`src/verilog/boxcar_pkg.sv`:
```
// Shared widths, delay depth and APB register map for the boxcar filter, imported by every block
`default_nettype none

package boxcar_pkg;

  // --------------------------------------------------------------------------
  // Datapath widths
  // --------------------------------------------------------------------------

  // Input sample width, two's complement
  localparam int sample_w = 16;

  // Delay or window length width, N runs 1 to 63
  localparam int len_w = 6;

  // Number of history entries in the delay RAM
  localparam int delay_depth = 64;

  // Occupancy counter needs one extra bit to reach delay_depth
  localparam int cnt_w = len_w + 1;

  // Running sum width, 63 full-scale samples fit without overflow
  localparam int acc_w = sample_w + len_w;

  // --------------------------------------------------------------------------
  // APB register map
  // --------------------------------------------------------------------------

  localparam int apb_addr_w = 4;

  // Bit 0 is the enable bit
  localparam logic [apb_addr_w-1:0] reg_ctrl = 4'h0;

  // Bits 5 to 0 hold the window length
  localparam logic [apb_addr_w-1:0] reg_length = 4'h4;

  // Read only, latest sum sign-extended to 32 bits
  localparam logic [apb_addr_w-1:0] reg_last_sum = 4'h8;

  // Window length after reset
  localparam logic [len_w-1:0] length_reset = 6'd8;

endpackage

`default_nettype wire

```
`src/verilog/sample_ram.sv`:
```
// Inferred two-port sample RAM, one write port and one registered read port, used by the delay line
`default_nettype none

module sample_ram (
  input  logic                                    clk,
  input  logic                                    we,
  input  logic        [boxcar_pkg::len_w-1:0]     waddr,
  input  logic signed [boxcar_pkg::sample_w-1:0]  wdata,
  input  logic        [boxcar_pkg::len_w-1:0]     raddr,
  output logic signed [boxcar_pkg::sample_w-1:0]  rdata
);

  import boxcar_pkg::*;

  // History storage, no reset so it maps onto block or distributed RAM
  logic signed [sample_w-1:0] mem [delay_depth];

  // --------------------------------------------------------------------------
  // Write port
  // --------------------------------------------------------------------------

  always_ff @(posedge clk) begin
    if (we) begin
      mem[waddr] <= wdata;
    end
  end

  // --------------------------------------------------------------------------
  // Read port
  // --------------------------------------------------------------------------

  // Registered read, data shows up one cycle after raddr
  // Same-address collision returns the old word (read before write)
  always_ff @(posedge clk) begin
    rdata <= mem[raddr];
  end

endmodule

`default_nettype wire

```
`src/verilog/variable_delay_line.sv`:
```
// Circular-buffer delay line returning the sample from delay strobes ago, or zero before it exists
`default_nettype none

module variable_delay_line (
  input  logic                                    clk,
  input  logic                                    reset,
  input  logic                                    clear,
  input  logic                                    stb,
  input  logic signed [boxcar_pkg::sample_w-1:0]  data_in,
  input  logic        [boxcar_pkg::len_w-1:0]     delay,
  output logic signed [boxcar_pkg::sample_w-1:0]  data_out
);

  import boxcar_pkg::*;

  // Write pointer, wraps naturally since depth is a power of two
  logic [len_w-1:0] wr_ptr;

  // Read address for the sample delay strobes back
  logic [len_w-1:0] rd_addr;

  // Samples held since last clear, saturates at delay_depth
  logic [cnt_w-1:0] occupied;

  // Set when the requested sample predates the history
  logic use_zero;

  // Raw RAM output
  logic signed [sample_w-1:0] ram_data;

  // --------------------------------------------------------------------------
  // Pointer and occupancy tracking
  // --------------------------------------------------------------------------

  always_ff @(posedge clk) begin
    if (reset || clear) begin
      wr_ptr   <= '0;
      occupied <= '0;
    end else if (stb) begin
      wr_ptr <= wr_ptr + 1'b1;
      if (occupied != cnt_w'(delay_depth)) begin
        occupied <= occupied + 1'b1;
      end
    end
  end

  // Modulo-64 subtraction lands on the entry written delay strobes ago
  assign rd_addr = wr_ptr - delay;

  // --------------------------------------------------------------------------
  // Negative-index detection
  // --------------------------------------------------------------------------

  // Sample k needs k-delay >= 0, i.e. at least delay samples already held
  // Registered alongside the RAM read so both line up in the next cycle
  always_ff @(posedge clk) begin
    if (reset) begin
      use_zero <= 1'b1;
    end else begin
      use_zero <= (occupied < {1'b0, delay});
    end
  end

  // --------------------------------------------------------------------------
  // History RAM
  // --------------------------------------------------------------------------

  sample_ram ram_i (
    .clk   (clk),
    .we    (stb),
    .waddr (wr_ptr),
    .wdata (data_in),
    .raddr (rd_addr),
    .rdata (ram_data)
  );

  // Empty history reads as zero so partial sums stay exact
  assign data_out = use_zero ? '0 : ram_data;

endmodule

`default_nettype wire

```
`src/verilog/boxcar_accumulator.sv`:
```
// Two-stage running-sum pipeline adding the new sample and subtracting the delayed one
`default_nettype none

module boxcar_accumulator (
  input  logic                                    clk,
  input  logic                                    reset,
  input  logic                                    clear,
  input  logic                                    stb,
  input  logic signed [boxcar_pkg::sample_w-1:0]  sample_in,
  input  logic signed [boxcar_pkg::sample_w-1:0]  delayed_sample,
  output logic signed [boxcar_pkg::acc_w-1:0]     sum_out,
  output logic                                    sum_stb
);

  import boxcar_pkg::*;

  // Stage one holding register, lines up with the delay line read
  logic signed [sample_w-1:0] sample_q;
  logic                       valid_q;

  // Running sum of the current window
  logic signed [acc_w-1:0] sum_q;

  // --------------------------------------------------------------------------
  // Stage one
  // --------------------------------------------------------------------------

  // Payload register, only meaningful while valid_q is set
  always_ff @(posedge clk) begin
    if (stb) begin
      sample_q <= sample_in;
    end
  end

  // Clear drops any sample caught in this stage
  always_ff @(posedge clk) begin
    if (reset || clear) begin
      valid_q <= 1'b0;
    end else begin
      valid_q <= stb;
    end
  end

  // --------------------------------------------------------------------------
  // Stage two
  // --------------------------------------------------------------------------

  // All operands signed so both samples sign-extend to acc_w
  always_ff @(posedge clk) begin
    if (reset || clear) begin
      sum_q   <= '0;
      sum_stb <= 1'b0;
    end else begin
      sum_stb <= valid_q;
      if (valid_q) begin
        sum_q <= sum_q + sample_q - delayed_sample;
      end
    end
  end

  assign sum_out = sum_q;

endmodule

`default_nettype wire

```
`src/verilog/boxcar_regs.sv`:
```
// APB slave holding CTRL, LENGTH and LAST_SUM and issuing the history clear pulse
`default_nettype none

module boxcar_regs (
  input  logic                                  clk,
  input  logic                                  reset,
  input  logic                                  psel,
  input  logic                                  penable,
  input  logic                                  pwrite,
  input  logic        [boxcar_pkg::apb_addr_w-1:0] paddr,
  input  logic        [31:0]                    pwdata,
  output logic        [31:0]                    prdata,
  output logic                                  pready,
  output logic                                  pslverr,
  input  logic signed [boxcar_pkg::acc_w-1:0]   last_sum,
  output logic                                  enable,
  output logic        [boxcar_pkg::len_w-1:0]   length,
  output logic                                  clear
);

  import boxcar_pkg::*;

  // Access phase strobe
  logic access;

  // Address decode
  logic hit_ctrl;
  logic hit_length;
  logic hit_last_sum;
  logic unmapped;

  // Write that passed the error check
  logic wr_ok;

  // Incoming length with zero folded to one
  logic [len_w-1:0] length_wr;

  // --------------------------------------------------------------------------
  // Decode and response
  // --------------------------------------------------------------------------

  assign access       = psel & penable;
  assign hit_ctrl     = (paddr == reg_ctrl);
  assign hit_length   = (paddr == reg_length);
  assign hit_last_sum = (paddr == reg_last_sum);
  assign unmapped     = ~(hit_ctrl | hit_length | hit_last_sum);

  // Zero wait states, every transfer completes in its access phase
  assign pready = 1'b1;

  // LAST_SUM is read only, writing it is an error
  assign pslverr = access & (unmapped | (pwrite & hit_last_sum));

  assign wr_ok = access & pwrite & ~pslverr;

  assign length_wr = (pwdata[len_w-1:0] == '0) ? len_w'(1) : pwdata[len_w-1:0];

  // --------------------------------------------------------------------------
  // Register storage
  // --------------------------------------------------------------------------

  always_ff @(posedge clk) begin
    if (reset) begin
      enable <= 1'b0;
      length <= length_reset;
    end else if (wr_ok) begin
      if (hit_ctrl) begin
        enable <= pwdata[0];
      end
      if (hit_length) begin
        length <= length_wr;
      end
    end
  end

  // One-cycle clear after any good write to CTRL or LENGTH
  always_ff @(posedge clk) begin
    if (reset) begin
      clear <= 1'b0;
    end else begin
      clear <= wr_ok & (hit_ctrl | hit_length);
    end
  end

  // --------------------------------------------------------------------------
  // Read mux
  // --------------------------------------------------------------------------

  // Combinational from paddr, zero when not selected or unmapped
  always_comb begin
    prdata = '0;
    if (psel) begin
      case (paddr)
        reg_ctrl:     prdata = {31'b0, enable};
        reg_length:   prdata = {{(32 - len_w){1'b0}}, length};
        reg_last_sum: prdata = {{(32 - acc_w){last_sum[acc_w-1]}}, last_sum};
        default:      prdata = '0;
      endcase
    end
  end

endmodule

`default_nettype wire

```
`src/verilog/boxcar_filter_top.sv`:
```
// Boxcar filter top level joining the APB register block, delay line and accumulator
`default_nettype none

module boxcar_filter_top (
  input  logic                                     clk,
  input  logic                                     reset,
  // APB slave
  input  logic                                     psel,
  input  logic                                     penable,
  input  logic                                     pwrite,
  input  logic        [boxcar_pkg::apb_addr_w-1:0] paddr,
  input  logic        [31:0]                       pwdata,
  output logic        [31:0]                       prdata,
  output logic                                     pready,
  output logic                                     pslverr,
  // Sample stream
  input  logic signed [boxcar_pkg::sample_w-1:0]   sample_in,
  input  logic                                     sample_stb,
  output logic signed [boxcar_pkg::acc_w-1:0]      sum_out,
  output logic                                     sum_stb
);

  import boxcar_pkg::*;

  // Control from the register block
  logic             enable;
  logic [len_w-1:0] length;
  logic             clear;

  // Strobes are ignored while disabled
  logic accepted_stb;

  logic signed [sample_w-1:0] delayed_sample;

  assign accepted_stb = sample_stb & enable;

  // --------------------------------------------------------------------------
  // Control
  // --------------------------------------------------------------------------

  boxcar_regs regs_i (
    .clk      (clk),
    .reset    (reset),
    .psel     (psel),
    .penable  (penable),
    .pwrite   (pwrite),
    .paddr    (paddr),
    .pwdata   (pwdata),
    .prdata   (prdata),
    .pready   (pready),
    .pslverr  (pslverr),
    .last_sum (sum_out),
    .enable   (enable),
    .length   (length),
    .clear    (clear)
  );

  // --------------------------------------------------------------------------
  // Datapath
  // --------------------------------------------------------------------------

  // Returns the sample leaving the window, zero while the window fills
  variable_delay_line delay_i (
    .clk      (clk),
    .reset    (reset),
    .clear    (clear),
    .stb      (accepted_stb),
    .data_in  (sample_in),
    .delay    (length),
    .data_out (delayed_sample)
  );

  boxcar_accumulator acc_i (
    .clk            (clk),
    .reset          (reset),
    .clear          (clear),
    .stb            (accepted_stb),
    .sample_in      (sample_in),
    .delayed_sample (delayed_sample),
    .sum_out        (sum_out),
    .sum_stb        (sum_stb)
  );

endmodule

`default_nettype wire

```
`config.mk`:
```
export PLATFORM = sky130hd
export DESIGN_NAME = boxcar_filter_top
export DESIGN_NICKNAME = d
export VERILOG_FILES = /design/src/verilog/boxcar_pkg.sv /design/src/verilog/sample_ram.sv /design/src/verilog/variable_delay_line.sv /design/src/verilog/boxcar_accumulator.sv /design/src/verilog/boxcar_regs.sv /design/src/verilog/boxcar_filter_top.sv
export SDC_FILE = /design/constraint.sdc
export NUM_CORES = 1
export LEC_CHECK = 0
export ABC_AREA = 0
export ABC_CLOCK_PERIOD_IN_PS = 2900
export BUFFER_PORTS_ARGS = -buffer_cell sky130_fd_sc_hd__buf_2
export CORE_MARGIN = 5
export CORE_UTILIZATION = 45
export CTS_CLUSTER_DIAMETER = 100
export DETAILED_ROUTE_END_ITERATION = 12
export HOLD_SLACK_MARGIN = 0.03
export SETUP_SLACK_MARGIN = 0.2
export SLEW_MARGIN = 20
export SYNTH_ARGS = -nofsm -noshare
export SYNTH_HDL_FRONTEND = slang
export SYNTH_SLANG_ARGS = --single-unit
```
`constraint.sdc`:
```
create_clock -name clk -period 2.9 [get_ports clk]
set_input_delay 0.29 -clock clk [delete_from_list [all_inputs] [get_ports clk]]
set_output_delay 0.29 -clock clk [all_outputs]
set_load 0.01 [all_outputs]
```
* Word level (Yosys, flattened, before mapping)
Memory sizes are Yosys's and may differ from the RTL's. A register that Yosys moved wholly into a read port is not among the register bits. Cells that the tools add are included. W data, S select, Z words.
Storage, ports and cells: flip-flop bits (word level) 62, RAM bits 1024, output and inout bits 57, logic and storage cells 44, memories 1
Operators by class: $add $sub $neg 5, order comparisons 1, equal/unequal tests 3, multiplexer cells 6, bitwise operators 12, reductions and logical operators 6
Memories:
- delay_i.ram_i.mem | depth 64, bits a word 16, rd ports 1, clocked after memory_dff 1, wr ports 1, line sample_ram.sv:16 | logic signed [sample_w-1:0] mem [delay_depth];
Operators by type and width (count):
- $pmux W32 S3 | 1
- $mux W32 | 1
- $add A22 B16 Y22 | 1
- $sub A22 B16 Y22 | 1
- $mux W16 | 1
- $add A7 B1 Y7 const B | 1
- $and A1 B1 Y1 | 7
- $lt A7 B6 Y1 | 1
- $ne A7 B7 Y1 const B | 1
- $add A6 B1 Y6 const B | 1
- $logic_not A6 Y1 | 1
- $mux W6 | 1
- $reduce_and A2 Y1 | 3
- $sub A6 B6 Y6 | 1
- $eq A4 B3 Y1 const B | 1
- $eq A4 B4 Y1 const B | 1
- $logic_not A4 Y1 | 1
- $or A1 B1 Y1 | 3
- $mux W1 | 2
- $not A1 Y1 | 2
- $logic_or A1 B1 Y1 | 1

* Depth between registers and ports, before layout
word-level depth 9, depth in mapped cells 13, depth with buffers taken out 12

* By module
Synthesis repeated with hierarchy kept, for this count alone.
Second synthesis, totals: cell total of the unflattened synthesis 2417, area, all modules 45029.4 sq um
Modules (own cells, without submodules):
- sample_ram | instances 1, cells an instance 1829, area each 40042.2 sq um, sequential area each 31069.8 sq um
- boxcar_accumulator | instances 1, cells an instance 366, area each 3220.6 sq um, sequential area each 960.9 sq um
- variable_delay_line | instances 1, cells an instance 129, area each 1067.3 sq um, sequential area each 280.3 sq um
- boxcar_regs | instances 1, cells an instance 92, area each 693.2 sq um, sequential area each 160.2 sq um
- boxcar_filter_top | instances 1, cells an instance 1, area each 6.3 sq um, sequential area each 0.0 sq um

* Worst setup path after synthesis
No wires, ideal clock.
path kind register to register, from reg delay_i.use_zero, to reg acc_i.sum_q[12] (netlist: acc_i.sum_out[12]), data arrival time 2.980 ns, data required time 2.765 ns, setup slack -0.215 ns, stages on the path, launching flop included 14, period minus slack after synthesis 3.115 ns, cells stage by stage dfxtp_1 clkbuf_1 nor2b_1 ha_1 inv_1 ha_1 fa_1 a21o_1 a21oi_1 o21ai_1 a41oi_1 o21a_1 or4b_1 o311ai_1
Between the ends: word-level cells in the longest chain between the ends 2
RTL lines:
- from (decl) | line variable_delay_line.sv:26 | logic use_zero;
- from (signal assigned) | line variable_delay_line.sv:60 | use_zero <= (occupied < {1'b0, delay});
- $mux W16 | line variable_delay_line.sv:78 | assign data_out = use_zero ? '0 : ram_data;
- $sub A22 B16 Y22 | line boxcar_accumulator.sv:56 | sum_q <= sum_q + sample_q - delayed_sample;
- to (signal assigned) | line boxcar_accumulator.sv:56
- to (decl) | line boxcar_accumulator.sv:22 | logic signed [acc_w-1:0] sum_q;
No other way between the ends. A chain may end at the register's enable or synchronous reset.

* Worst setup path after layout
from reg delay_i.wr_ptr[0], to reg delay_i.ram_i.rdata[15] in the netlist's numbering, read port of delay_i.ram_i.mem
Between the ends: word-level cells in the longest chain between the ends 1
RTL lines:
- from (decl) | line variable_delay_line.sv:17 | logic [len_w-1:0] wr_ptr;
- from (signal assigned) | line variable_delay_line.sv:40 | wr_ptr <= wr_ptr + 1'b1;
- $sub A6 B6 Y6 | line variable_delay_line.sv:48 | assign rd_addr = wr_ptr - delay;
- to (decl) | line sample_ram.sv:10 | output logic signed [boxcar_pkg::sample_w-1:0] rdata
No other way between the ends.

==> reports/metrics.yaml <==
ios: 115
grt_pass1_wl_mm: 161
cellLeakagePower_nw: 17.9
grt_pass1_vias: 23200
syn_area_per_cell_um2: 20.7
setup_ws_ns: -0.317
routedWlPerCell_um: 28.4
die_area_mm2: 0.105
grt_max_degree: 66
ant_nets: 0
routed_wl_mm: 111
start_util_pct: 45.2
hold_path.startpoint: "sample_in[10]"
hold_viol_final: 0
track_usage_pct: 21.3
first_pass_iters: 7
synth_edf_count: 1040
yosysSeqAreaShare_pct: 73.4
pwr_density_cell_mw_per_mm2: 611
path_clk_slew_ns: 0.06
worstSetupPathType: "flop to flop"
status: "finished, violations left"
gp_congestion: 0.796
cts.sinks: 1102
overflow: 0
slowest_delay_ns: 0.85
ir_drop_mv: 0.472
row_count: 115
antenna_found_initial: 4
fin_hold_ws_ns: 0.0973
fin_skew_ns: 0.0269
finalSetupViolCount: 19
synth_seq_cells: 1102
reg2reg_from: "delay_i.wr_ptr[0]"
cts_buffer_depth: 3
ys.flop_type: "edfxtp_1"
synth_top_area_cell: "edfxtp_1"
portBuffers: 87
place_ws_ns: -0.568
cap_viol_max_count: 0
dp_cells: 3637
syn_inst: 2139
hpwl_mm: 65.0
hold_class: "input port to flop"
cts_buffers: 110
async_flop_share_pct: 0
drc: 0
slowest_stage: "fa_4"
area_growth_pct: 20.0
ys_warn_count: 0
rsz0062_at_grt: "yes"
num_vias: 22300
arrival_ns: 3.76
cp_cell_sequence: "inv_2 -> ha_4 -> inv_2 -> fa_4 -> buf_12 -> buf_6 -> mux4_2 -> mux4_2 -> mux2i_1 -> buf_4 -> mux2i_1"
critPathCaptureType: "flop"
rr_worst_depth: 11
drive_gt1_share_pct: 36.9
min_period_over_period_pct: 111
layout.nets: 2627
synth_area_leaders: "edfxtp_1 (71%), mux4_2 (16%), dfxtp_1 (2.8%)"
final_cells: 3891
htree_levels: 3
rr_endpoint: "delay_i.ram_i.rdata[15]"
holdPathStages: 1
syn_area_mm2: 0.0443
tightestPinTransition_ns: 0.817
max_freq_mhz: 311
dieWidth_um: 324
rrSetupSlack_ns: -0.32
violations: "setup timing"
die_h_um: 324
synth_cell_types: 58
root_buffer: "clkbuf_16"
fin_tns_setup_ns: -4.95
synth.net_count: 2255
worstHoldEndpoint: "delay_i.ram_i.mem[36][10]"
clk_latency_ns: 0.68
crit_start: "delay_i.wr_ptr[0]"
synth.top_cell.area_share_pct: 70.5
cts_tree: "yes"
coreArea_mm2: 0.0980
drtIter0Drc: 2206
start_kind: "flop"
final_period_minus_worst_setup_slack_ns: 3.22
worst-path-max-fanout: 12
total_power_mw: 32.5
routed_via_density: 5.73
relSlewSlack_pct: 45.6
drv_slew: 0
crit_required_ns: 3.45
[stage by stage]
stage / area (um2) / utilization (%)
final: 53100 / 54.2
after global routing: 53100 / 54.2
after CTS: 52800 / 53.8
after detailed placement: 48100 / 49.1
after global placement: 48100 / 49.1
after floorplan: 44300 / -
[worst max path at each step]
stage                                    endpoint  slack (ns)  cells after the start
final                     delay_i.ram_i.rdata[15]       -0.32                     11
after floorplan                 acc_i.sum_out[12]        0.15                     12
after CTS                  delay_i.ram_i.rdata[0]       -0.39                     12
after detailed placement   delay_i.ram_i.rdata[0]       -0.57                     10
after global routing      delay_i.ram_i.rdata[10]       -0.41                     11
after global placement     delay_i.ram_i.rdata[0]       -0.54                     10
[power by group]
| part | switching (mW) | internal, mW |
|---|---|---|
| logic | 0.409 | 0.194 |
| clock network | 5.89 | 8.57 |
| registers | 0.0129 | 17.4 |
[repair_timing]
item,CTS,global route
gates resized for setup,94,51
setup endpoints to repair,30,30
hold endpoints to repair,9,0
setup buffers,16,8
pin swaps,25,39
gates cloned,6,2
hold buffers,17,0
[placed cells by master (no fill, tap or decap), types with 12 or more instances in the layout]
cell type      instances
buf_12                40
nand3_1               16
clkinv_1              22
clkinv_2              19
edfxtp_1            1040
and2_1                19
a21oi_1               24
buf_4                194
ha_1                  18
mux2i_1               59
mux4_2               320
inv_1                 81
a21o_1                12
nand2_1               42
clkbuf_16            115
bufinv_16             16
dlygate4sd3_1         17
fa_1                  20
dfxtp_1               54
buf_6                 18
nor2_2                20
ha_4                  15
buf_2                 86
nor2_1                92
clkbuf_1              15
xor2_1                12
[routing by layer]
metal,track usage [%],share of wire [%]
met4,5.04,1.9
met3,3.49,6.8
met1,29.9,42
met2,35.7,50
met5,0,0.012
[synth_stat cells, types with 5 or more instances]
cell and n:
a21o_1 12, edfxtp_1 1040, mux4_2 320, o21ai_0 13
buf_4 27, and3_1 6, xor2_1 12, xnor2_1 16
nor2b_1 23, a211oi_1 5, nand2b_1 6, nand2_1 45
fa_1 22, nand4_1 5, or3_1 6, inv_1 92
nor3_1 9, and2_1 19, a22oi_1 5, clkbuf_1 49
ha_1 36, o21bai_1 6, a21oi_1 33, mux2i_1 60
nor2_1 113, o21a_1 8, nand3_1 17, dfxtp_1 62
buf_1 5, buf_2 23
[worst max-delay path: cells and delay by family, from the launching register on]
family                     cells  cell delay (ns)
muxes                          4             1.11
adders and majority gates      2             0.97
buffers and inverters          5             0.66
DFF                            1             0.33
[cells by family after synthesis]
family	Yosys count	share of synthesized area (%)
other	1	0.00847
flip-flops	1102	73.4
buffers and inverters	201	2.07
adder cells (fa/ha/maj)	58	2.01
AND/OR/NAND/NOR	263	2.80
XOR/XNOR	29	0.591
AO/OA/AOI/OAI	105	1.53
multiplexers	380	17.6
[sequential cells by signal, indices dropped and copies added (netlist names), 6 cells and up]
name                 count
delay_i.ram_i.mem     1024
regs_i.length            6
acc_i.sample_q          16
delay_i.occupied         7
delay_i.wr_ptr           6
acc_i.sum_out           22
delay_i.ram_i.rdata     16
[final cells by class]
class / count / area, um2
diodes: 3 / 7.51
clock buffers: 130 / 2910
clock inverters: 72 / 778
fillers: 7370 / 44900
inverters: 93 / 353
multi-input cells: 836 / 11600
flip-flops and latches: 1102 / 32500
well taps: 1287 / 1610
repair buffers: 368 / 3410
(Power assumes the default switching activity.)
